==> src/rtl/isa_pkg.sv <==
package isa_pkg;

    // machine word
    typedef logic [15:0] word_t;

    // upper nibble of every instruction
    // codes 4'ha to 4'hf execute as nop
    typedef enum logic [3:0] {
        LDA    = 4'h0,
        STA    = 4'h1,
        ADD    = 4'h2,
        SUB    = 4'h3,
        AND_OP = 4'h4,
        LDI    = 4'h5,
        ADI    = 4'h6,
        JMP    = 4'h7,
        JZ     = 4'h8,
        HLT    = 4'h9
    } opcode_e;

    // memory reference and branch format
    typedef struct packed {
        opcode_e     op;
        logic [11:0] addr;
    } mem_fmt_t;

    // immediate format, sign extended before use
    typedef struct packed {
        opcode_e            op;
        logic signed [11:0] imm;
    } imm_fmt_t;

    // one IR word, read either way depending on the opcode
    typedef union packed {
        mem_fmt_t mem;
        imm_fmt_t imm;
    } instr_u;

endpackage

==> src/rtl/ctrl_pkg.sv <==
package ctrl_pkg;

    // sequencer states
    typedef enum logic [2:0] {
        IDLE,
        FETCH,
        DECODE,
        EXEC,
        WRITEBACK,
        HALT
    } state_e;

    // alu function select
    typedef enum logic [1:0] {
        PASS,
        ADD,
        SUB,
        AND
    } alu_op_e;

    // strobes from the control unit to the datapath
    typedef struct packed {
        logic    ld_ar_pc;
        logic    ld_ar_ir;
        logic    ld_ir;
        logic    inc_pc;
        logic    ld_pc_ir;
        logic    ld_dr;
        logic    ld_ac;
        logic    use_imm;
        logic    wr_mem;
        alu_op_e alu_op;
    } micro_ops_t;

    // core side data memory request
    typedef struct packed {
        logic [15:0]    addr;
        isa_pkg::word_t wdata;
        logic           we;
        logic           re;
    } dmem_req_t;

    // host load port, imem_sel picks the target memory
    typedef struct packed {
        logic           imem_sel;
        logic           we;
        logic [15:0]    addr;
        isa_pkg::word_t data;
    } host_wr_t;

endpackage

==> src/rtl/instruction_memory.sv <==
`timescale 1ns/10ps

module instruction_memory #(
    parameter int IMEM_AW = 8
) (
    input  logic               clk,
    input  logic               busy,
    input  ctrl_pkg::host_wr_t host_wr,
    input  isa_pkg::word_t     addr,
    output isa_pkg::word_t     rdata
);

    isa_pkg::word_t mem [2**IMEM_AW];

    logic load;

    assign load = host_wr.we && host_wr.imem_sel;

    // program load from the host
    always_ff @(posedge clk) begin
        if (load) begin
            mem[host_wr.addr[IMEM_AW-1:0]] <= host_wr.data;
        end
    end

    // fetch read is asynchronous so IR can load in DECODE
    assign rdata = mem[addr[IMEM_AW-1:0]];

    // program stays fixed while the core runs it
    a_no_load_while_busy: assert property (
        @(posedge clk) busy |-> !load
    ) else $error("instruction memory written while core busy");

endmodule

==> config.mk <==
export PLATFORM = sky130hd
export DESIGN_NAME = instruction_memory
export DESIGN_NICKNAME = d
export VERILOG_FILES = /design/src/rtl/isa_pkg.sv /design/src/rtl/ctrl_pkg.sv /design/src/rtl/instruction_memory.sv
export SDC_FILE = /design/constraint.sdc
export NUM_CORES = 2
export LEC_CHECK = 0
export BUFFER_PORTS_ARGS = -buffer_cell sky130_fd_sc_hd__buf_2
export CORE_UTILIZATION = 57
export CTS_CLUSTER_SIZE = 30
export DETAILED_ROUTE_END_ITERATION = 12
export GPL_ROUTABILITY_DRIVEN = 0
export PLACE_DENSITY = 0.76
export SLEW_MARGIN = 15
export SYNTH_ARGS = -nofsm -noshare
export SYNTH_HDL_FRONTEND = slang
export SYNTH_SLANG_ARGS = --single-unit
==> constraint.sdc <==
create_clock -name clk -period 4.1 [get_ports clk]
set_input_delay 1.025 -clock clk [delete_from_list [all_inputs] [get_ports clk]]
set_output_delay 1.025 -clock clk [all_outputs]
set_load 0.03 [all_outputs]
# [Word-level counts from Yosys, hierarchy flattened]
# Memories as Yosys holds them, arrays and structs flattened.
# Cells that the tools add are included.
[word_totals] register_bits=0 mem_bits_rw=4096 inputBits=52 output_inout_bits=16 elab_cells=4 memories=1
[classes] n_mux=2 reduce_logical=1
[memory_table] name="mem" words=256 word_bits=16 rd=1 rd_ports_with_merged_regs=0 write_ports=1 line_no="instruction_memory.sv:13" rtl="isa_pkg::word_t mem [2**IMEM_AW];"
[op_table] operator="$mux 1" count=2
[op_table] operator="$logic_and 1x1->1" count=1

# [Logic depth before layout (Yosys ltp)]
[logic_depth] word_depth=3 depth_mapped=12 depth_no_buf=7

# [Worst setup path before layout]
# Ideal clock, no wire load.
[synth_path] path_type="input-to-output" from="input addr[0]" to="output rdata[7]" t_arrival_ns=3.635 slack_ns=-0.560 cell_stages=12 n_path_buf=6 path_cell_list="buf_4 > buf_6 > buf_12 > buf_12 > buf_12 > buf_12 > mux2i_1 > o221ai_1 > nand2_1 > a221oi_1 > nand4_1 > nor4_1"
[synth_between] elab_chain_len=1
[synth_lines] element="start, declared" line_no="instruction_memory.sv:9" rtl="input isa_pkg::word_t addr,"
[synth_lines] element="$mem_v2 256x16"
[synth_lines] element="end, declared" line_no="instruction_memory.sv:10" rtl="output isa_pkg::word_t rdata"
# Every way passes these cells.

# [Worst setup path after layout]
[layout_path] from="input addr[0]" to="output rdata[13]"
# Same word-level chain as after synthesis.

==> results.cfg <==
[grt]
grt_remaining_overflow = 0
grt_pass1_wl_microns = 601000
first_global_vias = 84711
antenna_found_initial = 17
grt_max_degree = 147
grt_usage_pct = 30.2

[power_and_ir_drop]
p_leak_nw = 60.9
vdd_drop_max_v = 0.000377
p_per_area_nw_per_um2 = 467

[timing]
slew_headroom_pct = 23.7
hold_viol = 0
fin_crit_ns = 5.05
hold_ws_ns = 0.540
setup_tns_ns = -12.85
maxSlewViolCount = 0
worst_slew_pin_slew_ns = 1.14
rsz0062_at_grt = yes
fin_crit_sh_pct = 123
fin_ws_ns = -0.948
fmax_mhz = 198
setup_violations = 16

[min_path]
hold_class = in2reg

[synthesis]
netlist_top_cells_area = edfxtp_1 78%, mux4_2 11%, mux2i_1 3.9%
synth.most_common_cell = edfxtp_1
syn_area_sq_um = 158000
yosys.area.top_type_share_pct = 77.9
ys_seq_area_share_pct = 77.9
syn_avg_cell_area_sq_um = 21.5
ys_top_cells_by_count = 4096 x edfxtp_1, 781 x mux4_2, 621 x mux2i_1, 303 x nor2_1, 270 x o221ai_1
yosys_warnings = 0
synth_edf_count = 4096
ys_types = 47
synth_top_cell_by_area = edfxtp_1
netlist_instances = 7342
synthArstFlopShare_pct = 0
synth-seq-cells = 4096
synth_fp_nets = 7394
synth_ff_type = edfxtp_1

[clock_tree]
cts_hold_buf = 0
cts_root_buffer = clkbuf_16
cts-htree-levels = 5
numCtsBuffers = 395
tritoncts = yes
cts.sinks = 4096
clockBufferDepth = 4
clk_pin_slew_worst_paths_ns = 0.06

[finish]
stdcell_count = 12519
largest_reg_flops = 4096
nets = 8556
drive_above_1_share_pct = 31.9
nFillCells = 15858
area_growth_pct = 17.8
stdcell_area_sq_um = 186000

[routing]
wl_microns = 425000
drt-initial-drc-count = 12454
ant_nets = 0
firstDrtPassIters = 6
avgViaCountPerCell = 6.73
drcViolationCount = 0
vias = 84287
routedWlPerCell_microns = 33.9

[floorplanning]
num_rows = 192
core-area_sq_um = 275000
ios = 68
dieHeight_microns = 528
dieArea_sq_um = 279000
fp.dieW_microns = 528
start_util_pct = 57.5

[status]
violations = setup timing
status = finished with violations

[place]
hpwl_microns = 245000
placed_cell_area_sq_um = 170000
dp_cells = 11689
place_ws_ns = -1.49
portBuffers = 50

[critical_path]
cpMaxStageDelayCell = nand4_1
max_stage_delay_ns = 0.40
path_class = in2out
cp_data_required_time_ns = 3.07
path_cells = buf_16 > buf_8 > buf_12 > buf_16 > buf_12 > mux2i_1 > o221ai_2 > o22ai_1 > nor3_2 > or3_4 > nand4_1 > buf_4 > nor4_4 > buf_4
worstSetupEndpointType = output pin
cp_max_fo = 12
cp.arrival_ns = 4.02
path_buf_inv = 7
critPathLaunchType = input port
path_delay_family = buffers and inverters

[run]
drv_cap = 0
kinds of logic after synthesis:
kind of cell	synth area share, %
AO/OA/AOI/OAI	3.69
buffers and inverters	1.74
flip-flops	77.9
multiplexers	15.1
AND/OR/NAND/NOR	1.56
placed cells by master, fill, tap and decap left out, drive strengths merged, types with 94 or more instances in the layout:
cell type / count
clkbuf: 477
o221ai: 271
clkinv: 183
edfxtp: 4096
mux4: 781
nor3: 94
o22ai: 167
buf: 1200
a21oi: 139
nor2: 303
mux2i: 621
power by group:
group	leakage, nW	switching (W)	internal [W]	total [W]
registers	36.8	0.0000134	0.0461	0.0461
logic	18.0	0.00327	0.00221	0.00548
clock network	6.08	0.0155	0.0199	0.0353
total	60.9	0.0187	0.0682	0.0869
through the flow:
stage                     total power, W  util, %
final                             0.0869     67.8
after global routing              0.0887     67.8
after CTS                         0.0869     67.5
after detailed placement          0.0519     62.0
after global placement            0.0517     62.0
after floorplan                   0.0494        -
final timing paths:
path	startpoint	end	slack, ns	cells past startpoint
hold / removal	host_wr[10]	mem[204][10]$_DFFE_PP_	0.54	1
setup / recovery	addr[0]	rdata[13]	-0.95	14
routing by layer:
| layer | global-route usage, % | vias to the layer above | share of wire [%] |
|---|---|---|---|
| li1 | - | 33533 | - |
| met3 | 6.28 | 1106 | 12 |
| met5 | 0 | - | 0.010 |
| met4 | 14.8 | 6 | 5.6 |
| met1 | 40.2 | 43544 | 34 |
| met2 | 47.9 | 6098 | 48 |
final cells by class:
class | count | area [sq um] | area share (%)
flip-flops and latches | 4096 | 123000 | 66.1
multi-input cells | 2792 | 33900 | 18.2
repair buffers | 1214 | 12100 | 6.49
clock buffers | 471 | 10200 | 5.49
well taps | 3686 | 4610 | 2.48
clock inverters | 241 | 2210 | 1.19
diodes | 14 | 35.0 | 0.0188
inverters | 5 | 28.8 | 0.0155
timing repair:
action	in CTS	in global routing
setup buffers	76	12
cloned	18	4
setup endpoints to repair	16	16
resized for setup	297	120
pin swaps	89	74
Note: power is estimated with default switching activity, not from simulation.
