`src/rtl/isa_pkg.sv`:
```
package isa_pkg;

    // machine word
    typedef logic [15:0] word_t;

    // upper nibble of every instruction
    // codes 4'ha to 4'hf execute as nop
    typedef enum logic [3:0] {
        LDA    = 4'h0,
        STA    = 4'h1,
        ADD    = 4'h2,
        SUB    = 4'h3,
        AND_OP = 4'h4,
        LDI    = 4'h5,
        ADI    = 4'h6,
        JMP    = 4'h7,
        JZ     = 4'h8,
        HLT    = 4'h9
    } opcode_e;

    // memory reference and branch format
    typedef struct packed {
        opcode_e     op;
        logic [11:0] addr;
    } mem_fmt_t;

    // immediate format, sign extended before use
    typedef struct packed {
        opcode_e            op;
        logic signed [11:0] imm;
    } imm_fmt_t;

    // one IR word, read either way depending on the opcode
    typedef union packed {
        mem_fmt_t mem;
        imm_fmt_t imm;
    } instr_u;

endpackage

```
`src/rtl/ctrl_pkg.sv`:
```
package ctrl_pkg;

    // sequencer states
    typedef enum logic [2:0] {
        IDLE,
        FETCH,
        DECODE,
        EXEC,
        WRITEBACK,
        HALT
    } state_e;

    // alu function select
    typedef enum logic [1:0] {
        PASS,
        ADD,
        SUB,
        AND
    } alu_op_e;

    // strobes from the control unit to the datapath
    typedef struct packed {
        logic    ld_ar_pc;
        logic    ld_ar_ir;
        logic    ld_ir;
        logic    inc_pc;
        logic    ld_pc_ir;
        logic    ld_dr;
        logic    ld_ac;
        logic    use_imm;
        logic    wr_mem;
        alu_op_e alu_op;
    } micro_ops_t;

    // core side data memory request
    typedef struct packed {
        logic [15:0]    addr;
        isa_pkg::word_t wdata;
        logic           we;
        logic           re;
    } dmem_req_t;

    // host load port, imem_sel picks the target memory
    typedef struct packed {
        logic           imem_sel;
        logic           we;
        logic [15:0]    addr;
        isa_pkg::word_t data;
    } host_wr_t;

endpackage

```
`src/rtl/data_memory.sv`:
```
`timescale 1ns/10ps

module data_memory #(
    parameter int DMEM_AW = 8
) (
    input  logic                clk,
    input  logic                busy,
    input  ctrl_pkg::dmem_req_t core_req,
    input  ctrl_pkg::host_wr_t  host_wr,
    input  isa_pkg::word_t      host_rd_addr,
    output isa_pkg::word_t      rdata
);

    isa_pkg::word_t mem [2**DMEM_AW];

    logic               wr_en;
    logic               rd_en;
    logic [DMEM_AW-1:0] wr_addr;
    logic [DMEM_AW-1:0] rd_addr;
    isa_pkg::word_t     wr_data;

    // core owns the port while busy, host gets it otherwise
    always_comb begin
        if (busy) begin
            wr_en   = core_req.we;
            rd_en   = core_req.re;
            wr_addr = core_req.addr[DMEM_AW-1:0];
            rd_addr = core_req.addr[DMEM_AW-1:0];
            wr_data = core_req.wdata;
        end else begin
            wr_en   = host_wr.we && !host_wr.imem_sel;
            rd_en   = 1'b1;
            wr_addr = host_wr.addr[DMEM_AW-1:0];
            rd_addr = host_rd_addr[DMEM_AW-1:0];
            wr_data = host_wr.data;
        end
    end

    always_ff @(posedge clk) begin
        if (wr_en) begin
            mem[wr_addr] <= wr_data;
        end
        // read register, also the host readback
        if (rd_en) begin
            rdata <= mem[rd_addr];
        end
    end

    a_no_rd_wr_same_cycle: assert property (
        @(posedge clk) !(core_req.we && core_req.re)
    ) else $error("core issued read and write in one cycle");

endmodule

```
`config.mk`:
```
export PLATFORM = sky130hd
export DESIGN_NAME = data_memory
export DESIGN_NICKNAME = d
export VERILOG_FILES = /design/src/rtl/isa_pkg.sv /design/src/rtl/ctrl_pkg.sv /design/src/rtl/data_memory.sv
export SDC_FILE = /design/constraint.sdc
export NUM_CORES = 2
export LEC_CHECK = 0
export ABC_AREA = 0
export BUFFER_PORTS_ARGS = -buffer_cell sky130_fd_sc_hd__buf_2
export CORE_MARGIN = 10
export CORE_UTILIZATION = 60
export CTS_BUF_LIST = sky130_fd_sc_hd__clkbuf_16
export DETAILED_ROUTE_END_ITERATION = 10
export GPL_ROUTABILITY_DRIVEN = 1
export PLACE_DENSITY_LB_ADDON = 0.08
export REMOVE_ABC_BUFFERS = 1
export SYNTH_ARGS = -nofsm -noshare
export SYNTH_HDL_FRONTEND = slang
export SYNTH_SLANG_ARGS = --single-unit
```
`constraint.sdc`:
```
create_clock -name clk -period 5.05 [get_ports clk]
set_input_delay 0.7575 -clock clk [delete_from_list [all_inputs] [get_ports clk]]
set_output_delay 0.7575 -clock clk [all_outputs]
set_load 0.02 [all_outputs]
```
Yosys cells after proc, flatten, opt, wreduce, memory -nomap -nowiden. Memories as Yosys holds them, arrays and structs flattened. A register that Yosys moved wholly into a read port is not among the register bits. Index checks and enable logic that the tools add are counted.

Register bits: 0. Bits in latches: 0. RAM bits: 4096. Memory bits (read-only): 0. Input bits: 86. Output and inout bits: 16. Memories kept: 1.

Memory list: mem (depth 256, width 16, read ports 1, clocked after Yosys merged registers in 1, wr ports 1, RTL line data_memory.sv:14) `isa_pkg::word_t mem [2**DMEM_AW];`.

Add/sub/neg operators: 0. Multipliers: 0. Divide/modulo/power cells: 0. Magnitude comparators: 0. Equal/unequal tests: 0. Shift-type cells: 0. Muxes and demuxes: 7. Bitwise operators: 0. Reductions and logical operators: 2.

Operators by type and width (number): two-way mux 16 bit (1); two-way mux 8 bit (2); two-way mux 1 bit (4); logical AND 1 bit (1); zero test 1 bit (1).

Depth between registers and ports, before layout.
Depth in word-level cells: 5. Mapped depth: 13. Depth with buffers taken out: 7.

Worst setup path before layout. OpenSTA, ideal clock, no wires.

Kind: input to register. Start point: in busy. End point: mem mem[0][10] (netlist bit), data pin. Setup time: 556 ps. Arrival time: 3801 ps. Setup slack: 693 ps. Stages: 6. Buffers on the path: 5. Cell sequence: buf_6 buf_4 buf_2 buf_1 clkbuf_1 mux2_2.

Word-level cells in the longest chain between the ends: 1.

Ends and longest elaborated chain: start: declaration (RTL line data_memory.sv:7) `input logic busy,`; two-way mux 16 bit (RTL line data_memory.sv:24) `if (busy) begin`; named net wr_data[10] (RTL line data_memory.sv:20) `isa_pkg::word_t wr_data;`; end: declaration (RTL line data_memory.sv:14).

The timed path passes the listed nets, and every way through them passes these cells.

Worst setup path after layout.
Start point: in busy. End point: reg rdata[4], read port of mem, data pin.

Word-level cells in the longest chain between the ends: 1. Elaborated cells between the ends (all ways): 2. Those cells by class: mux: 2.

Ends and longest elaborated chain: two-way mux 8 bit / two-way mux 1 bit (equally long branches) (RTL line data_memory.sv:24); end: declaration (RTL line data_memory.sv:11) `output isa_pkg::word_t rdata`.

Several ways; a longest one is shown, not always the timed one.

==> impl_metrics.toml <==
[yosys]
synth_seq_cells = 4112
ys_dominant_reg_cell = "edfxtp_1"
yosys.area.top_type = "edfxtp_1"
yosysWarnings = 0
synth_edf_count = 4112
syn-cell-area_sq_um = 159000
synth_cells = 8366
avgSynthCellArea_sq_um = 19.0
seq_area_frac_synth_pct = 77.6
ys_types = 51
async_flop_share_pct = 0
synthTopCellsByArea = "edfxtp_1, mux4_2, mux2i_1"
netlist.area_leader.share_pct = 77.6

[setup_path]
start_kind = "input pin"
worst_path_largest_cell_delay_ps = 1040
worstSetupPathType = "input pin to register"
required_ps = 5730
r2r_setup_slack_ps = 1830
end_kind = "register"
path_cells = "buf_4 > mux2_8 > buf_4 > buf_4 > mux2i_1 > o22ai_1 > o21ai_0 > o22ai_1 > o31ai_1 > buf_4 > nand4_1"
worstPathArrival_ps = 5210
cpMostUsedCell = "buf_4"
worstRegToRegCells = 7
crit_family = "compound AO/OA/AOI/OAI gates"
crit_buf_inv = 4
r2r-start = "mem[163][4]$_DFFE_PP_"
cpMaxStageDelayCell = "o31ai_1"
cp_max_fo = 21
r2r-end = "rdata[4]$_DFFE_PP_"

[global_routing]
grt_max_degree = 129
grt-ovfl-total = 0
grt.total_usage_pct = 32.0
antenna_found_initial = 35
grt_pass1_wl_um = 653000
grt_pass1_vias = 84700

[detailed_routing]
drt_iter0_drc = 13700
drt.antenna.violating_nets = 0
drcViolationCount = 0
wl_per_cell_um = 36.2
wirelength_um = 466000
vias_per_cell = 6.84
drtPass1Iterations = 6
vias = 88200

[sta]
worstMarginPinSlew_ps = 1330
finalSetupViolCount = 0
slew_viol_final = 0
finalSetupTns_ps = 0
slew_headroom_pct = 11.2
fin_worst_skew_ps = 36.3
whs_ps = 647
period_share_pct = 89.6
fin_crit_ps = 4520
finalHoldViolations = 0
rsz0062_at_grt = "false"
fmax_ghz = 0.221

[clock_tree]
cts_inserted_buffers = 403
clockRootBuffer = "clkbuf_16"
hold_buffers = 0
clock_latency_ps = 1000
cts_sinks = 4112
cts_tree = "yes"
cts_buffer_depth = 4
post_cts.repair.setup_buffers = 0
cts_resized = 0
clk_pin_slew_ps = 60
h-tree-depth = 5

[cells_and_area]
ff_latch_area_sq_um = 123000
fillerInstances = 16800
post-route-util_pct = 68.4
multi_input_area_sq_um = 33900
fin_cells = 12900
syn_to_final_growth_pct = 13.8
drive_gt1_share_pct = 20.2
final_nets = 9088

[power]
switchingPower_mw = 16.7
p_per_area_nw_per_um2 = 399
p_seq_share_pct = 52.5
p_sw_share_pct = 23.1
ir_drop_mv = 0.343
p_leak_nw = 60.1
power.share.clock_pct = 39.5
p_int_mw = 55.6
pwr-share-comb_pct = 7.9
totalPowerFinal_mw = 72.3

[min_path]
hold_end = "mem[13][8]$_DFFE_PP_"
hold_class = "input pin to register"
whs_path_depth = 2
hp-start = "host_wr[8]"

[floorplanning]
die_h_um = 535
initial_core_util_pct = 60.1
core_area_sq_um = 265000
dieArea_sq_um = 286000
die_x_um = 535
io_pins = 102
core.rowCount = 189

[run_status]
status = "finished, final reports clean"

[place]
placed_cells = 12100
hpwl_um = 295000
gp_congestion = 0.930
port_buffers = 77

[flow_run]
maxCapViolCount = 0
==> layout make-up <==
class / count / share of cell area [%]
sequential: 4112 / 68.2
multi-input combinational: 3711 / 18.7
clock buffer: 408 / 5.64
timing repair buffer: 766 / 3.73
tap: 3533 / 2.44
clock inverter: 325 / 1.24
antenna: 19 / 0.0263
inverter: 8 / 0.0166
==> synthesized netlist by cell type, drive strengths merged (2+ instances only) <==
| cell type | n |
|---|---|
| a22oi | 11 |
| and2 | 7 |
| o31ai | 61 |
| clkbuf | 302 |
| o21ai | 234 |
| nor2 | 274 |
| a2111oi | 2 |
| inv | 7 |
| mux4 | 478 |
| o22ai | 327 |
| mux2 | 19 |
| a22o | 3 |
| a21oi | 259 |
| a211oi | 2 |
| o41ai | 7 |
| nand2 | 265 |
| o32ai | 8 |
| edfxtp | 4112 |
| nor3 | 26 |
| o2111ai | 5 |
| o221ai | 280 |
| a31oi | 32 |
| mux2i | 991 |
| nand4 | 67 |
| buf | 233 |
| nand3 | 331 |
| nand2b | 2 |
| a2bb2oi | 3 |
| nor2b | 2 |
| a21o | 2 |
==> logic make-up (layout without fill, tap and decap cells) <==
logic type | count (synthesis) | after routing | share of synthesized area [%]
DFF | 4112 | 4112 | 77.6
muxes | 1488 | 1488 | 13.1
other | 0 | 19 | 0
AOI/OAI and AO/OA | 1242 | 1242 | 5.05
buffers and inverters | 543 | 1507 | 1.49
and+or+nand+nor | 981 | 981 | 2.73
==> power groups by stage <==
stage	combinational (mW)	sequential, mW	clock [mW]
after floorplan	4.56	38.8	0
after global placement	5.54	38.7	0
after detailed placement	5.63	38.7	0
after CTS	5.65	38.0	28.8
after global routing	5.88	38.0	30.1
final	5.73	38.0	28.6
==> through the flow <==
step | area (sq um) | worst slack [ps]
after detailed placement | 169000 | -534
after global routing | 181000 | 536
after global placement | 169000 | -464
after floorplan | 157000 | -14020
final | 181000 | 526
after CTS | 181000 | 435
==> cell usage in the layout (no fill, tap or decap), types with 225 or more instances in the layout <==
cell / instances
edfxtp_1: 4112
mux2i_1: 987
buf_4: 594
mux4_2: 478
clkbuf_16: 408
o22ai_1: 326
nand3_1: 315
o221ai_1: 280
nand2_1: 265
a21oi_1: 259
nor2_1: 253
o21ai_0: 225
==> metal layers <==
metal  routed length, um  GRT usage [%]
met1              171000           45.5
met2              216000           48.7
met3               52600           6.13
met4               25900           14.9
met5                  71              0
==> how the worst max path moves through the flow <==
| stage | startpoint | end | depth (start not counted) |
|---|---|---|---|
| CTS | busy | rdata[4]$_DFFE_PP_ | 11 |
| global placement | busy | rdata[4]$_DFFE_PP_ | 11 |
| floorplan | host_rd_addr[0] | rdata[0]$_DFFE_PP_ | 6 |
| global route | busy | rdata[4]$_DFFE_PP_ | 11 |
| detailed placement | busy | rdata[4]$_DFFE_PP_ | 11 |
| finish | busy | rdata[4]$_DFFE_PP_ | 11 |
==> sequential cells by signal, indices dropped and copies added (netlist names) <==
| signal | count |
|---|---|
| mem | 4096 |
| rdata | 16 |
Note: power is estimated with default switching activity, not from simulation.
