## src/rtl/isa_pkg.sv

```systemverilog
package isa_pkg;

    // machine word
    typedef logic [15:0] word_t;

    // upper nibble of every instruction
    // codes 4'ha to 4'hf execute as nop
    typedef enum logic [3:0] {
        LDA    = 4'h0,
        STA    = 4'h1,
        ADD    = 4'h2,
        SUB    = 4'h3,
        AND_OP = 4'h4,
        LDI    = 4'h5,
        ADI    = 4'h6,
        JMP    = 4'h7,
        JZ     = 4'h8,
        HLT    = 4'h9
    } opcode_e;

    // memory reference and branch format
    typedef struct packed {
        opcode_e     op;
        logic [11:0] addr;
    } mem_fmt_t;

    // immediate format, sign extended before use
    typedef struct packed {
        opcode_e            op;
        logic signed [11:0] imm;
    } imm_fmt_t;

    // one IR word, read either way depending on the opcode
    typedef union packed {
        mem_fmt_t mem;
        imm_fmt_t imm;
    } instr_u;

endpackage

```

## src/rtl/ctrl_pkg.sv

```systemverilog
package ctrl_pkg;

    // sequencer states
    typedef enum logic [2:0] {
        IDLE,
        FETCH,
        DECODE,
        EXEC,
        WRITEBACK,
        HALT
    } state_e;

    // alu function select
    typedef enum logic [1:0] {
        PASS,
        ADD,
        SUB,
        AND
    } alu_op_e;

    // strobes from the control unit to the datapath
    typedef struct packed {
        logic    ld_ar_pc;
        logic    ld_ar_ir;
        logic    ld_ir;
        logic    inc_pc;
        logic    ld_pc_ir;
        logic    ld_dr;
        logic    ld_ac;
        logic    use_imm;
        logic    wr_mem;
        alu_op_e alu_op;
    } micro_ops_t;

    // core side data memory request
    typedef struct packed {
        logic [15:0]    addr;
        isa_pkg::word_t wdata;
        logic           we;
        logic           re;
    } dmem_req_t;

    // host load port, imem_sel picks the target memory
    typedef struct packed {
        logic           imem_sel;
        logic           we;
        logic [15:0]    addr;
        isa_pkg::word_t data;
    } host_wr_t;

endpackage

```

## src/rtl/alu.sv

```systemverilog
`timescale 1ns/10ps

module alu (
    input  ctrl_pkg::alu_op_e op,
    input  isa_pkg::word_t    a,
    input  isa_pkg::word_t    b,
    output isa_pkg::word_t    y,
    output logic              zero
);

    // a is the accumulator, b the memory word or immediate
    // sums wrap at 16 bits
    always_comb begin
        case (op)
            ctrl_pkg::PASS: begin
                y = b;
            end
            ctrl_pkg::ADD: begin
                y = a + b;
            end
            ctrl_pkg::SUB: begin
                y = a - b;
            end
            ctrl_pkg::AND: begin
                y = a & b;
            end
            default: begin
                y = b;
            end
        endcase
    end

    assign zero = (y == '0);

endmodule

```

## src/rtl/datapath.sv

```systemverilog
`timescale 1ns/10ps

module datapath (
    input  logic                 clk,
    input  logic                 rst_n,
    input  logic                 clear,
    input  ctrl_pkg::micro_ops_t uops,
    input  isa_pkg::word_t       imem_rdata,
    input  isa_pkg::word_t       dmem_rdata,
    output isa_pkg::word_t       imem_addr,
    output ctrl_pkg::dmem_req_t  dmem_req,
    output isa_pkg::instr_u      instr,
    output logic                 zero
);

    isa_pkg::word_t  pc;
    isa_pkg::word_t  ar;
    isa_pkg::word_t  ac;
    isa_pkg::instr_u ir;
    isa_pkg::instr_u fetched;
    isa_pkg::word_t  bus;
    isa_pkg::word_t  imm_ext;
    isa_pkg::word_t  b_op;
    isa_pkg::word_t  alu_y;
    logic            alu_zero;
    logic            z_flag;

    assign fetched = imem_rdata;

    // address bus into AR and PC
    always_comb begin
        if (uops.ld_ar_pc) begin
            bus = pc;
        end else if (uops.ld_ar_ir) begin
            // instruction arriving this cycle, so EXEC already has its address
            bus = {4'h0, fetched.mem.addr};
        end else begin
            bus = {4'h0, ir.mem.addr};
        end
    end

    assign imm_ext = {{4{ir.imm.imm[11]}}, ir.imm.imm};
    assign b_op    = uops.use_imm ? imm_ext : dmem_rdata;

    alu i_alu (
        .op   (uops.alu_op),
        .a    (ac),
        .b    (b_op),
        .y    (alu_y),
        .zero (alu_zero)
    );

    always_ff @(posedge clk) begin
        if (!rst_n || clear) begin
            pc <= '0;
        end else if (uops.ld_pc_ir) begin
            pc <= bus;
        end else if (uops.inc_pc) begin
            pc <= pc + 16'd1;
        end
    end

    // AC cleared means zero flag set
    always_ff @(posedge clk) begin
        if (!rst_n || clear) begin
            ac     <= '0;
            z_flag <= 1'b1;
        end else if (uops.ld_ac) begin
            ac     <= alu_y;
            z_flag <= alu_zero;
        end
    end

    always_ff @(posedge clk) begin
        if (uops.ld_ar_pc || uops.ld_ar_ir) begin
            ar <= bus;
        end
        if (uops.ld_ir) begin
            ir <= fetched;
        end
    end

    assign imem_addr = ar;
    assign instr     = ir;
    assign zero      = z_flag;

    // DR is the registered read inside data memory, ld_dr requests it
    assign dmem_req.addr  = ar;
    assign dmem_req.wdata = ac;
    assign dmem_req.we    = uops.wr_mem;
    assign dmem_req.re    = uops.ld_dr;

endmodule

```

## src/rtl/control_unit.sv

```systemverilog
`timescale 1ns/10ps

module control_unit (
    input  logic                 clk,
    input  logic                 rst_n,
    input  logic                 start,
    input  isa_pkg::instr_u      instr,
    input  logic                 zero,
    output ctrl_pkg::micro_ops_t uops,
    output logic                 clear,
    output logic                 busy,
    output logic                 done
);

    ctrl_pkg::state_e  state;
    ctrl_pkg::state_e  state_nxt;
    isa_pkg::opcode_e  op;
    ctrl_pkg::alu_op_e alu_sel;

    // opcode sits in the same place in both formats
    assign op = instr.mem.op;

    assign busy  = (state != ctrl_pkg::IDLE) && (state != ctrl_pkg::HALT);
    assign done  = (state == ctrl_pkg::HALT);
    assign clear = start && !busy;

    always_comb begin
        case (op)
            isa_pkg::ADD, isa_pkg::ADI: alu_sel = ctrl_pkg::ADD;
            isa_pkg::SUB:               alu_sel = ctrl_pkg::SUB;
            isa_pkg::AND_OP:            alu_sel = ctrl_pkg::AND;
            default:                    alu_sel = ctrl_pkg::PASS;
        endcase
    end

    always_ff @(posedge clk) begin
        if (!rst_n) begin
            state <= ctrl_pkg::IDLE;
        end else begin
            state <= state_nxt;
        end
    end

    always_comb begin
        uops        = '0;
        uops.alu_op = alu_sel;
        state_nxt   = state;
        case (state)
            ctrl_pkg::IDLE, ctrl_pkg::HALT: begin
                if (start) begin
                    state_nxt = ctrl_pkg::FETCH;
                end
            end
            ctrl_pkg::FETCH: begin
                uops.ld_ar_pc = 1'b1;
                state_nxt     = ctrl_pkg::DECODE;
            end
            ctrl_pkg::DECODE: begin
                uops.ld_ir    = 1'b1;
                uops.inc_pc   = 1'b1;
                uops.ld_ar_ir = 1'b1;
                state_nxt     = ctrl_pkg::EXEC;
            end
            ctrl_pkg::EXEC: begin
                state_nxt = ctrl_pkg::FETCH;
                case (op)
                    isa_pkg::LDA, isa_pkg::ADD, isa_pkg::SUB, isa_pkg::AND_OP: begin
                        // read issued here, AC loads next cycle
                        uops.ld_dr = 1'b1;
                        state_nxt  = ctrl_pkg::WRITEBACK;
                    end
                    isa_pkg::STA: begin
                        uops.wr_mem = 1'b1;
                    end
                    isa_pkg::LDI, isa_pkg::ADI: begin
                        uops.ld_ac   = 1'b1;
                        uops.use_imm = 1'b1;
                    end
                    isa_pkg::JMP: begin
                        uops.ld_pc_ir = 1'b1;
                    end
                    isa_pkg::JZ: begin
                        uops.ld_pc_ir = zero;
                    end
                    isa_pkg::HLT: begin
                        state_nxt = ctrl_pkg::HALT;
                    end
                    default: begin
                    end
                endcase
            end
            ctrl_pkg::WRITEBACK: begin
                uops.ld_ac = 1'b1;
                state_nxt  = ctrl_pkg::FETCH;
            end
            default: begin
                state_nxt = ctrl_pkg::IDLE;
            end
        endcase
    end

    // start only comes while the core waits in IDLE or HALT
    a_start_when_idle: assert property (
        @(posedge clk) disable iff (!rst_n) start |-> !busy
    ) else $error("start pulsed while core busy");

endmodule

```

## src/rtl/core.sv

```systemverilog
`timescale 1ns/10ps

module core (
    input  logic                clk,
    input  logic                rst_n,
    input  logic                start,
    input  isa_pkg::word_t      imem_rdata,
    input  isa_pkg::word_t      dmem_rdata,
    output isa_pkg::word_t      imem_addr,
    output ctrl_pkg::dmem_req_t dmem_req,
    output logic                busy,
    output logic                done
);

    ctrl_pkg::micro_ops_t uops;
    isa_pkg::instr_u      instr;
    logic                 zero;
    logic                 clear;

    control_unit i_ctrl (
        .clk   (clk),
        .rst_n (rst_n),
        .start (start),
        .instr (instr),
        .zero  (zero),
        .uops  (uops),
        .clear (clear),
        .busy  (busy),
        .done  (done)
    );

    datapath i_dp (
        .clk        (clk),
        .rst_n      (rst_n),
        .clear      (clear),
        .uops       (uops),
        .imem_rdata (imem_rdata),
        .dmem_rdata (dmem_rdata),
        .imem_addr  (imem_addr),
        .dmem_req   (dmem_req),
        .instr      (instr),
        .zero       (zero)
    );

endmodule

```

## config.mk

```make
export PLATFORM = sky130hd
export DESIGN_NAME = core
export DESIGN_NICKNAME = d
export VERILOG_FILES = /design/src/rtl/isa_pkg.sv /design/src/rtl/ctrl_pkg.sv /design/src/rtl/alu.sv /design/src/rtl/datapath.sv /design/src/rtl/control_unit.sv /design/src/rtl/core.sv
export SDC_FILE = /design/constraint.sdc
export NUM_CORES = 1
export LEC_CHECK = 0
export BUFFER_PORTS_ARGS = -buffer_cell sky130_fd_sc_hd__buf_4
export CAP_MARGIN = 20
export CORE_ASPECT_RATIO = 1.25
export CORE_UTILIZATION = 53
export CTS_BUF_LIST = sky130_fd_sc_hd__clkbuf_4
export DETAILED_ROUTE_END_ITERATION = 10
export PLACE_DENSITY = 0.86
export REMOVE_ABC_BUFFERS = 1
export SYNTH_ARGS = -nofsm -noshare
export SYNTH_HDL_FRONTEND = slang
export SYNTH_SLANG_ARGS = --single-unit
```

## constraint.sdc

```tcl
create_clock -name clk -period 4 [get_ports clk]
set_input_delay 0.6 -clock clk [delete_from_list [all_inputs] [get_ports clk]]
set_output_delay 0.6 -clock clk [all_outputs]
set_load 0.05 [all_outputs]
```

Word-level counts from Yosys, hierarchy flattened. Cells that the tools add are included.

Equality and inequality tests: 19. $add $sub $neg: 3. Reduce and logical (&&, ||, !) cells: 16. Multiplexer cells: 19. Bitwise logic cells: 1.

Operators with widths (number): 2-to-1 mux 16 bit (4); one-hot mux 16 bit (4 select lines) (1); adder 16 x 1 -> 16 bit, second input constant (1); adder 16 bit (1); AND 16 bit (1); == test 4 x 3 -> 1 bit, second input constant (4); logical NOT 16 bit (1); subtractor 16 bit (1); one-hot mux 3 bit (5 select lines) (1); 2-to-1 mux 12 bit (1); == test 4 x 2 -> 1 bit, second input constant (2); == test 4 bit, second input constant (2); == test 3 x 2 -> 1 bit, second input constant (2); == test 3 bit, second input constant (2); 2-to-1 mux 2 bit (3); 2-to-1 mux 3 bit (2); one-hot mux 2 bit (3 select lines) (1); one-hot mux 3 bit (2 select lines) (1); OR reduction 2 bit (3); == test 2 bit, second input constant (2); == test 4 x 1 -> 1 bit, second input constant (1); logical NOT 4 bit (1); one-hot mux 1 bit (2 select lines) (2); OR reduction 4 bit (1); 12 further kinds (17).

Input port bits: 35. Register bits: 68. Word-level logic and storage cells: 64. Output and inout port bits: 52.

Logic depth before layout (Yosys ltp). Gate-level depths: netlist (run 1).

Depth in word-level cells: 8. Depth in mapped cells: 19. Mapped depth without buffers: 16.

By module. Synthesis (run 1) repeated with hierarchy kept, for this count alone.

Cells, all modules: 545. Area total of the unflattened synthesis: 4989.8 sq um.

Modules (own cells, without submodules): datapath (seq. area each 1621.6 sq um, cells an instance 280, area an instance 3099.2 sq um, instances 1); alu (seq. area each 0.0 sq um, cells an instance 215, area an instance 1482.7 sq um, instances 1); control_unit (seq. area each 60.1 sq um, cells an instance 50, area an instance 407.9 sq um, instances 1).

Least setup slack after synthesis (run 1). OpenSTA, ideal clock, no wires.

Path kind: register to register. Start point: register i_dp.ir, in the netlist i_dp.instr[12]. End point: register i_dp.z_flag (netlist: i_dp.zero). Clock period less this slack: 3.815 ns. Buffers on the path: 3. Setup time: 0.084 ns. Data required time: 3.916 ns. Arrival: 3.731 ns. Path slack: 0.185 ns. Cell stages (with the launch flop): 19. Path through: edfxtp_1 -> buf_6 -> nor3_1 -> inv_1 -> ha_1 -> clkbuf_1 -> or3_1 -> nand3_1 -> o21ai_0 -> ha_1 -> clkbuf_1 -> a21o_1 -> nand2_1 -> a31oi_1 -> o2111a_1 -> or4_1 -> a31oi_1 -> nand4_1 -> o31ai_2.

Cells in the longest elaborated chain, start to end: 8. Elaborated cells on any way between the ends: 21. Those cells by class: add/sub (2); eq/ne (8); mux (6); bitwise (1); reduce/logical (4).

RTL lines: from (decl) (RTL line datapath.sv:19) `isa_pkg::instr_u ir;`; from (signal assigned) (RTL line datapath.sv:79) `ir <= fetched;`; == test 4 x 3 -> 1 bit, on equally long branches (RTL line control_unit.sv:66, control_unit.sv:28); OR reduction 2 bit (RTL line control_unit.sv:66) `case (op)`; 2-to-1 mux 2 bit (RTL line control_unit.sv:66); 2-to-1 mux 2 bit (RTL line control_unit.sv:48) `case (state)`; 2-to-1 mux 16 bit (RTL line datapath.sv:43) `assign b_op = uops.use_imm ? imm_ext : dmem_rdata;`; subtractor 16 bit, or another cell as far along (RTL line alu.sv:22) `y = a - b;`; one-hot mux 16 bit (4 select lines) (RTL line alu.sv:14) `case (op)`; logical NOT 16 bit (RTL line alu.sv:33) `assign zero = (y == '0);`; to (signal assigned) (RTL line datapath.sv:70) `z_flag <= alu_zero;`; to (decl) (RTL line datapath.sv:26) `logic z_flag;`.

Parallel ways exist; a longest one is shown, timed or not. A chain may end at the register's enable or synchronous reset.

Worst setup path after layout (run 1). Same ends and word-level chain as after synthesis.

==> impl_metrics.ini, run 1 <==
[routing]
drtAntennaViolNets = 0
via_count = 5613
via_per_inst = 6.611
wl_per_cell_microns = 20.24
drc_errors = 0
first_pass_iters = 6
drtIter0Drc = 585
drt-total-wl_mm = 17.18

[cts]
clkLatencyLatePin_ns = 0.47
cts.hold.buffers_added = 0
clk_pin_slew_ns = 0.16
clock_sinks = 68
clk_path_buf_depth = 2
numCtsBuffers = 9
cts_tree = done
h-tree-depth = 3
cts-root-buf = clkbuf_4

[floorplanning]
die_w_microns = 89.18
start_util = 0.5488
fp.coreArea_sq_um = 9174
num_io_pins = 87
rows = 39
die_h_microns = 111.0
die-area_sq_um = 9896

[run_status]
outcome = finished with violations
violations = negative setup slack

[yosys]
synthCells = 598
yosys.area.top_type = edfxtp_1
synth_edf_count = 32
yosys_warnings = 0
ys_seq_elements = 68
synth.area.top_cells = edfxtp_1 (19%), dfxtp_1 (14%), ha_1 (5.0%), nor2_1 (4.6%), a21oi_1 (4.5%)
synthArstFlopShare = 0
synth.avg_cell_area_sq_um = 8.419
yosysSeqAreaShare = 0.3340
ys.flop_type = dfxtp_1
ys_types = 71
synth_top_area_share = 0.1909
syn-cell-area_sq_um = 5035

[power]
peakVddDrop_mv = 0.2658
p_leak_nw = 2.663
powerDensity_nw_per_um2 = 315.8

[global_routing]
grt_overflow_total = 0
track_usage = 0.3053
grt_pass1_wl_mm = 23.54
grt_start_max_net_pins = 41
antenna_found_initial = 0
grt_pass1_vias = 5123

[timing]
report.final.slew_viol_count = 0
final_hold_viol_count = 0
slew_headroom = 0.2564
fmax_mhz = 243.2
rsz0062_at_grt = yes
fin_crit_sh = 1.028
finalSetupViolCount = 2
fin_skew_ns = 0.03768
final.min_clock_period_ns = 4.111
finalWorstSetupSlack_ns = -0.1111
worst_pin_slew_ns = 1.111

[setup_path]
cp-start-kind = flop
cp-endpoint = i_dp.zero
worstPathRequired_ns = 4.37
reg2reg_from = i_dp.instr[12]
regToRegSetupSlack_ns = -0.11
critPathLaunch = i_dp.instr[12]
critPathKind = flop to flop
reg2regPathDepth = 18
endpoint_kind = flop
worstPathMaxFanout = 6
cp.arrival_ns = 4.48
r2r-end = i_dp.zero

[final_layout]
fin_util = 0.7203
area_delta_synth_final_pct = 31.24
num_antenna_cells = 0
finalNetCount = 777
layout_commonest_cell = buf_4
drive_gt1_frac = 0.3292
final_cell_mix = buf_4 (151), nor2_1 (59), nand2_1 (54)
final_area_sq_um = 6608

[place]
io_buffers = 86
placed_area_sq_um = 5868
gp_congestion = 1.019
hpwl_mm = 10.78

[flow_run]
drv_cap = 0

[min_path]
hold_path.class = input pin to flop
metrics by stage:
step	instances	hold slack, ns	total power, mW	setup WS (ns)	setup TNS, ns
after floorplan	551	0.4491	1.230	0.1122	0
after global placement	800	0.4804	1.436	0.1012	0
after detailed placement	800	0.4958	1.451	-0.08634	-0.1213
after CTS	820	0.3055	1.978	0.006630	0
after global routing	849	0.2982	2.139	-0.2286	-0.5411
final	849	0.2883	2.086	-0.1111	-0.1756
cell families after synthesis:
family | share of synthesized area
compound gates | 0.2150
xor+xnor | 0.04722
mux | 0.05268
flops | 0.3340
buf+inv | 0.06734
simple gates | 0.2301
fa+ha+maj | 0.05368
power by group:
group | internal [mW] | total (mW) | switching [mW]
clock | 0.251 | 0.545 | 0.294
sequential | 0.780 | 0.812 | 0.0319
combinational | 0.259 | 0.729 | 0.470
total | 1.29 | 2.09 | 0.796
final cells by class:
| cell class | count | area (sq um) |
|---|---|---|
| inverter | 18 | 67.56 |
| multi-input combinational | 465 | 3314 |
| clock inverter | 7 | 90.09 |
| fill | 644 | 2566 |
| sequential | 68 | 1682 |
| clock buffer | 9 | 67.56 |
| timing repair buffer | 159 | 1232 |
| tap | 123 | 153.9 |
critical path, stage by stage, from the launching register on:
cell and delay [ns]:
edfxtp_1 0.55, buf_6 0.19, xor2_4 0.20, nand3_4 0.11, buf_4 0.16, buf_12 0.13
mux2i_2 0.15, and2_1 0.21, nor2_2 0.12, xor2_1 0.25, ha_1 0.33, and3_4 0.20
o21ai_2 0.07, a31oi_2 0.06, o2111a_1 0.31, or4_4 0.44, a31oi_4 0.16, nand4_1 0.13
o31ai_2 0.24
sequential cells by signal (all words and copies together) (netlist names):
register / cells
i_ctrl.state: 3
i_dp.imem_addr: 16
i_dp.instr: 16
i_dp.pc: 16
i_dp.zero: 1
i_dp.ac: 16
cells in the mapped netlist (16+ instances only):
library cell  number
nor2_1            62
nand2_1           56
a21oi_1           45
dfxtp_1           36
o21ai_0           33
edfxtp_1          32
nor3_1            24
mux2i_1           22
clkbuf_1          21
buf_4             20
ha_1              20
inv_1             17
xor2_1            16
worst min path at each step:
stage	start	end	slack, ns	cells after the start
after CTS	imem_rdata[13]	i_dp.instr[13]	0.31	1
final	imem_rdata[13]	i_dp.instr[13]	0.29	1
after global routing	imem_rdata[15]	i_dp.instr[15]	0.30	1
after global placement	i_dp.pc[1]	i_dp.pc[1]	0.48	2
after floorplan	i_dp.zero	i_dp.zero	0.45	2
after detailed placement	i_dp.ac[11]	i_dp.ac[11]	0.50	2
per-layer routing:
layer	vias up	share of wire	global-route usage	routed length, microns
li1	2435	-	-	-
met3	122	0.11	0.05436	1826
met5	-	0	0	0
met4	0	0.062	0.1926	1058
met1	2584	0.35	0.3488	5948
met2	472	0.49	0.5120	8348
timing repair:
action	4_1_cts	5_1_grt
gates resized for setup	7	67
setup buffers	4	30
pin swaps	1	37
endpoints found under the setup margin	2	4
(Power assumes the default switching activity.)
==> inputs of run 2 (changes only) <==
--- a/config.mk
+++ b/config.mk
@@ -13,6 +13,8 @@
 export DETAILED_ROUTE_END_ITERATION = 10
 export PLACE_DENSITY = 0.86
 export REMOVE_ABC_BUFFERS = 1
+export SLEW_MARGIN = 30
 export SYNTH_ARGS = -nofsm -noshare
 export SYNTH_HDL_FRONTEND = slang
 export SYNTH_SLANG_ARGS = --single-unit
+export TNS_END_PERCENT = 1
==> impl_metrics.ini, run 2 (same netlist as run 1, synthesis figures left out) <==
[run_status]
outcome = finished with violations
violations = negative setup slack

[routing]
via_count = 5599
wl_per_cell_microns = 19.74
drtAntennaViolNets = 0
drc_errors = 0
drt-total-wl_mm = 16.66
drtIter0Drc = 528
via_per_inst = 6.634
first_pass_iters = 6

[timing]
fin_crit_sh = 1.008
finalSetupViolCount = 1
fin_skew_ns = 0.03677
final.min_clock_period_ns = 4.031
slew_headroom = 0.4638
final_hold_viol_count = 0
worst_pin_slew_ns = 0.8031
finalWorstSetupSlack_ns = -0.03146
fmax_mhz = 248.0
report.final.slew_viol_count = 0
rsz0062_at_grt = yes

[power]
internal-power_mw = 1.286
combPwrFrac = 0.346
switching_share = 0.3770
p_leak_nw = 2.639
powerDensity_nw_per_um2 = 317.9
clkPwrFrac = 0.260
p_seq_frac = 0.394
peakVddDrop_mv = 0.2638
p_sw_uw = 778.4

[setup_path]
path_buf_inv = 2
endpoint_kind = flop
cp-start-kind = flop
critPathKind = flop to flop
worstPathMaxFanout = 6
cp_slowest_cell = edfxtp_1
slowest_delay_ns = 0.57
regToRegSetupSlack_ns = -0.03
critPathTopFamily = simple AND/OR/NAND/NOR gates
worstPathRequired_ns = 4.37
cp.arrival_ns = 4.40
path_cells = buf_6, xor2_4, nand3_4, mux2i_2, nor2_1, xnor2_2, inv_1, ha_1, nor2b_1, o2111ai_2, a31oi_2, o2111a_1, or4_4, a31oi_4, nand4_1, o31ai_2

[global_routing]
track_usage = 0.3053
grt_start_max_net_pins = 41
antenna_found_initial = 0
grt_overflow_total = 0
grt_pass1_wl_mm = 23.54
grt_pass1_vias = 5123

[cts]
clkLatencyLatePin_ns = 0.47
clk_path_buf_depth = 2
numCtsBuffers = 9
cts_tree = done
h-tree-depth = 3
cts.hold.buffers_added = 0
clk_pin_slew_ns = 0.15
cts-root-buf = clkbuf_4
clock_sinks = 68

[min_path]
hold_path.class = input pin to flop

[place]
io_buffers = 86
preCtsSetupSlack_ns = -0.08634
gp_congestion = 1.019
hpwl_mm = 10.78

[floorplanning]
rows = 39
num_io_pins = 87
start_util = 0.5488
die-area_sq_um = 9896
die_h_microns = 111.0
die_w_microns = 89.18
fp.coreArea_sq_um = 9174

[final_layout]
finalNetCount = 772
final-seq-area_sq_um = 1682
layout_commonest_cell = buf_4
multi_input_area_sq_um = 3243
fin_util = 0.7080
drive_gt1_frac = 0.3093
final_cell_mix = buf_4 (147), nor2_1 (59), nand2_1 (54)
num_antenna_cells = 0
area_delta_synth_final_pct = 29.00
nFillCells = 663

[flow_run]
drv_cap = 0
==> run 2: final timing paths <==
path,startpoint,cells after the start,end
hold / removal,imem_rdata[13],1,i_dp.instr[13]
hold reg to reg,i_dp.pc[1],2,i_dp.pc[1]
setup / recovery,i_dp.instr[13],16,i_dp.zero
setup reg to reg,i_dp.instr[13],16,i_dp.zero
==> run 2: power by group through the flow <==
stage	clock [mW]	combinational, mW	sequential [mW]
after floorplan	0	0.245	0.984
after global placement	0	0.613	0.823
after detailed placement	0	0.625	0.826
after CTS	0.532	0.636	0.811
after global routing	0.559	0.746	0.818
final	0.538	0.714	0.813
==> run 2: layout make-up <==
type,count,area share
inverters,18,0.01040
multi-input cells,465,0.4993
repair buffers,154,0.1834
clock buffers,9,0.01040
well taps,123,0.02369
clock inverters,7,0.01387
flip-flops and latches,68,0.2589
==> run 2: timing repair <==
item	4_1_cts	5_1_grt
pin swaps	1	25
resized for setup	7	51
hold endpoints to repair	0	0
setup endpoints to repair	2	4
setup buffers	4	24
==> run 2: layer usage <==
layer | global-route usage | part of all wire
met1 | 0.3488 | 0.36
met2 | 0.5120 | 0.48
met3 | 0.05436 | 0.093
met4 | 0.1926 | 0.063
met5 | 0 | 0
==> run 2: per-stage QoR <==
stage | TNS [ns] | instance area [sq um] | power, mW | hold WS (ns) | cells
global placement | 0 | 5868 | 1.436 | 0.4804 | 800
finish | -0.03146 | 6495 | 2.065 | 0.2913 | 844
global route | -0.2824 | 6495 | 2.122 | 0.2954 | 844
floorplan | 0 | 4763 | 1.230 | 0.4491 | 551
CTS | 0 | 6087 | 1.978 | 0.3055 | 820
detailed placement | -0.1213 | 5868 | 1.451 | 0.4958 | 800
==> inputs of run 3 (changes only) <==
--- a/config.mk
+++ b/config.mk
@@ -8,13 +8,14 @@
 export BUFFER_PORTS_ARGS = -buffer_cell sky130_fd_sc_hd__buf_4
 export CAP_MARGIN = 20
 export CORE_ASPECT_RATIO = 1.25
-export CORE_UTILIZATION = 53
+export CORE_UTILIZATION = 60
 export CTS_BUF_LIST = sky130_fd_sc_hd__clkbuf_4
 export DETAILED_ROUTE_END_ITERATION = 10
-export PLACE_DENSITY = 0.86
+export PLACE_DENSITY = 0.92
 export REMOVE_ABC_BUFFERS = 1
 export SLEW_MARGIN = 30
 export SYNTH_ARGS = -nofsm -noshare
 export SYNTH_HDL_FRONTEND = slang
+export SYNTH_HIERARCHICAL = 1
 export SYNTH_SLANG_ARGS = --single-unit
 export TNS_END_PERCENT = 1
==> constraint.sdc (replaced) <==
create_clock -name clk -period 4.94 [get_ports clk]
set_input_delay 0.741 -clock clk [delete_from_list [all_inputs] [get_ports clk]]
set_output_delay 0.741 -clock clk [all_outputs]
set_load 0.05 [all_outputs]
==> impl_metrics.ini, run 3 <==
[yosys]
ys_types = 78
synth_edf_count = 32
synth_top_area_share = 0.1926
ys_seq_elements = 68
yosys.area.top_type = edfxtp_1
synth.avg_cell_area_sq_um = 9.156
syn-cell-area_sq_um = 4990
synthArstFlopShare = 0
synth.area.top_cells = edfxtp_1 (19%), dfxtp_1 (14%), mux2i_1 (6.4%), ha_1 (5.3%), xnor2_1 (4.7%)
yosys_warnings = 6
synth_most_common_cell = nor2_1
synth_common_cells = nor2_1 (46), a21oi_1 (36), dfxtp_1 (36)
ys.flop_type = dfxtp_1
yosysSeqAreaShare = 0.3370
synthCells = 545

[place]
hpwl_mm = 9.221
gp_congestion = 0.9074
io_buffers = 86
dp.cells = 699

[routing]
drtIter0Drc = 301
wl_per_cell_microns = 18.60
drtAntennaViolNets = 0
drt-total-wl_mm = 13.32
via_count = 4541
drc_errors = 0
via_per_inst = 6.342
first_pass_iters = 5

[cts]
clkLatencyLatePin_ns = 0.43
numCtsBuffers = 9
clk_pin_slew_ns = 0.11
clock_sinks = 68
cts.hold.buffers_added = 0
clk_path_buf_depth = 2
cts-root-buf = clkbuf_4
h-tree-depth = 3
cts_tree = done

[global_routing]
track_usage = 0.2981
grt_use_met3 = 0.05159
grt-busiest-layer = met2
grt_pass1_wl_mm = 20.74
grt_start_max_net_pins = 30
use_met2 = 0.5006
grt_pass1_vias = 4425
antenna_found_initial = 0
grtUsageMet1 = 0.3620
grt_overflow_total = 0

[final_layout]
final-seq-area_sq_um = 1682
area_delta_synth_final_pct = 17.45
multi_input_area_sq_um = 2959
final_cell_mix = buf_4 (106), nor2_1 (45), dfxtp_1 (36)
layout_commonest_cell = buf_4
nFillCells = 537
fin_cells = 716
num_antenna_cells = 0
drive_gt1_frac = 0.2770
finalNetCount = 673

[setup_path]
reg2regPathDepth = 18
worstPathRequired_ns = 5.32
cp-start-kind = flop
cp-endpoint = i_dp/zero
critPathLaunch = i_dp/instr[13]
reg2reg_from = i_dp/instr[13]
r2r-end = i_dp/zero
regToRegSetupSlack_ns = 0.09
critPathKind = flop to flop
endpoint_kind = flop
worstPathMaxFanout = 8
cp.arrival_ns = 5.23

[timing]
finalSetupViolCount = 0
final.min_clock_period_ns = 4.851
fmax_mhz = 206.1
worst_pin_slew_ns = 0.9362
setup_tns_ns = 0
slew_headroom = 0.3746
final_hold_viol_count = 0
fin_crit_sh = 0.9820
fin_hold_ws_ns = 0.4761
report.final.slew_viol_count = 0
fin_skew_ns = 0.006407

[flow_run]
drv_cap = 0

[floorplanning]
die-area_sq_um = 8687
fp.coreArea_sq_um = 7928
rows = 36
num_io_pins = 87
die_h_microns = 104.0
die_w_microns = 83.57
start_util = 0.6294

[power]
p_leak_nw = 2.443
finalPower_mw = 1.877
powerDensity_nw_per_um2 = 320.3
peakVddDrop_mv = 0.2560

[run_status]
outcome = finished, final reports clean

[min_path]
hold_path.class = input pin to flop
run 3: cell types whose count changed after synthesis, sizes merged, moves of 10 or more:
cell	before	now
clkbuf	21	11
inv	18	35
nand2	56	34
nor3	25	12
nor2	62	46
buf	26	36
mux2	2	18
xor2	17	4
xnor2	8	27
run 3: area by class of cell:
| type | instances | area share |
|---|---|---|
| Clock buffer | 11 | 0.01409 |
| Multi-Input combinational cell | 394 | 0.5049 |
| Tap cell | 95 | 0.02028 |
| Clock inverter | 5 | 0.01302 |
| Inverter | 36 | 0.02306 |
| Timing Repair Buffer | 107 | 0.1377 |
| Sequential cell | 68 | 0.2869 |
run 3: cells by family (layout without fill, tap and decap cells):
group / after synthesis / in the layout / synth area share
mux: 50 / 50 / 0.1048
simple gates: 168 / 168 / 0.1976
compound gates: 123 / 123 / 0.1627
flops: 68 / 68 / 0.3370
xor+xnor: 31 / 31 / 0.05441
buf+inv: 83 / 159 / 0.08676
fa+ha+maj: 22 / 22 / 0.05667
run 3: timing repair:
item / 4_1_cts / 5_1_grt
gates resized for setup: 0 / 16
endpoints found under the setup margin: 0 / 2
buffers inserted: 0 / 1
run 3: where the power goes:
part           internal [mW]  leakage (nW)  switching (mW)  total [mW]
registers              0.662         0.592          0.0356       0.697
logic                  0.249          1.77           0.510       0.759
clock network          0.214        0.0845           0.207       0.421
run 3: how the worst min path moves through the flow:
stage / from / endpoint / slack, ns / depth (start not counted)
2_1_floorplan: i_dp/zero / i_dp/zero / 0.44 / 2
3_3_place_gp: i_dp/pc[15] / i_dp/pc[15] / 0.46 / 2
3_5_place_dp: i_dp/pc[15] / i_dp/pc[15] / 0.49 / 2
4_1_cts: imem_rdata[14] / i_dp/instr[14] / 0.47 / 1
5_1_grt: imem_rdata[14] / i_dp/instr[14] / 0.47 / 1
6_report: imem_rdata[14] / i_dp/instr[14] / 0.48 / 1
run 3: per-stage QoR:
| stage | setup WS, ns | cell area [sq um] | utilization |
|---|---|---|---|
| 2_1_floorplan | -0.1142 | 4692 | - |
| 3_3_place_gp | 0.1839 | 5619 | 0.7088 |
| 3_5_place_dp | 0.07793 | 5619 | 0.7088 |
| 4_1_cts | 0.01230 | 5778 | 0.7289 |
| 5_1_grt | -0.1108 | 5861 | 0.7393 |
| 6_report | 0.08910 | 5861 | 0.7393 |
run 3: routing by layer:
| layer | vias to the layer above | wire (microns) |
|---|---|---|
| met5 | - | 0 |
| met4 | 0 | 566 |
| met3 | 49 | 1038 |
| met2 | 242 | 6344 |
| met1 | 2165 | 5371 |
| li1 | 2085 | - |
run 3: critical path, cell delays in order, from the launching register on:
cell and delay [ns]:
edfxtp_1 0.46, xnor2_2 0.18, nor4b_4 0.27, buf_6 0.19, mux2_2 0.40, nor3_1 0.38
nor2_1 0.14, xnor2_1 0.16, ha_1 0.36, o21ai_0 0.21, a21o_1 0.16, a21oi_2 0.09
or3_1 0.33, a32o_2 0.30, nor4b_4 0.27, or4b_1 0.47, nor4_2 0.22, mux2i_1 0.10
nand2_1 0.09
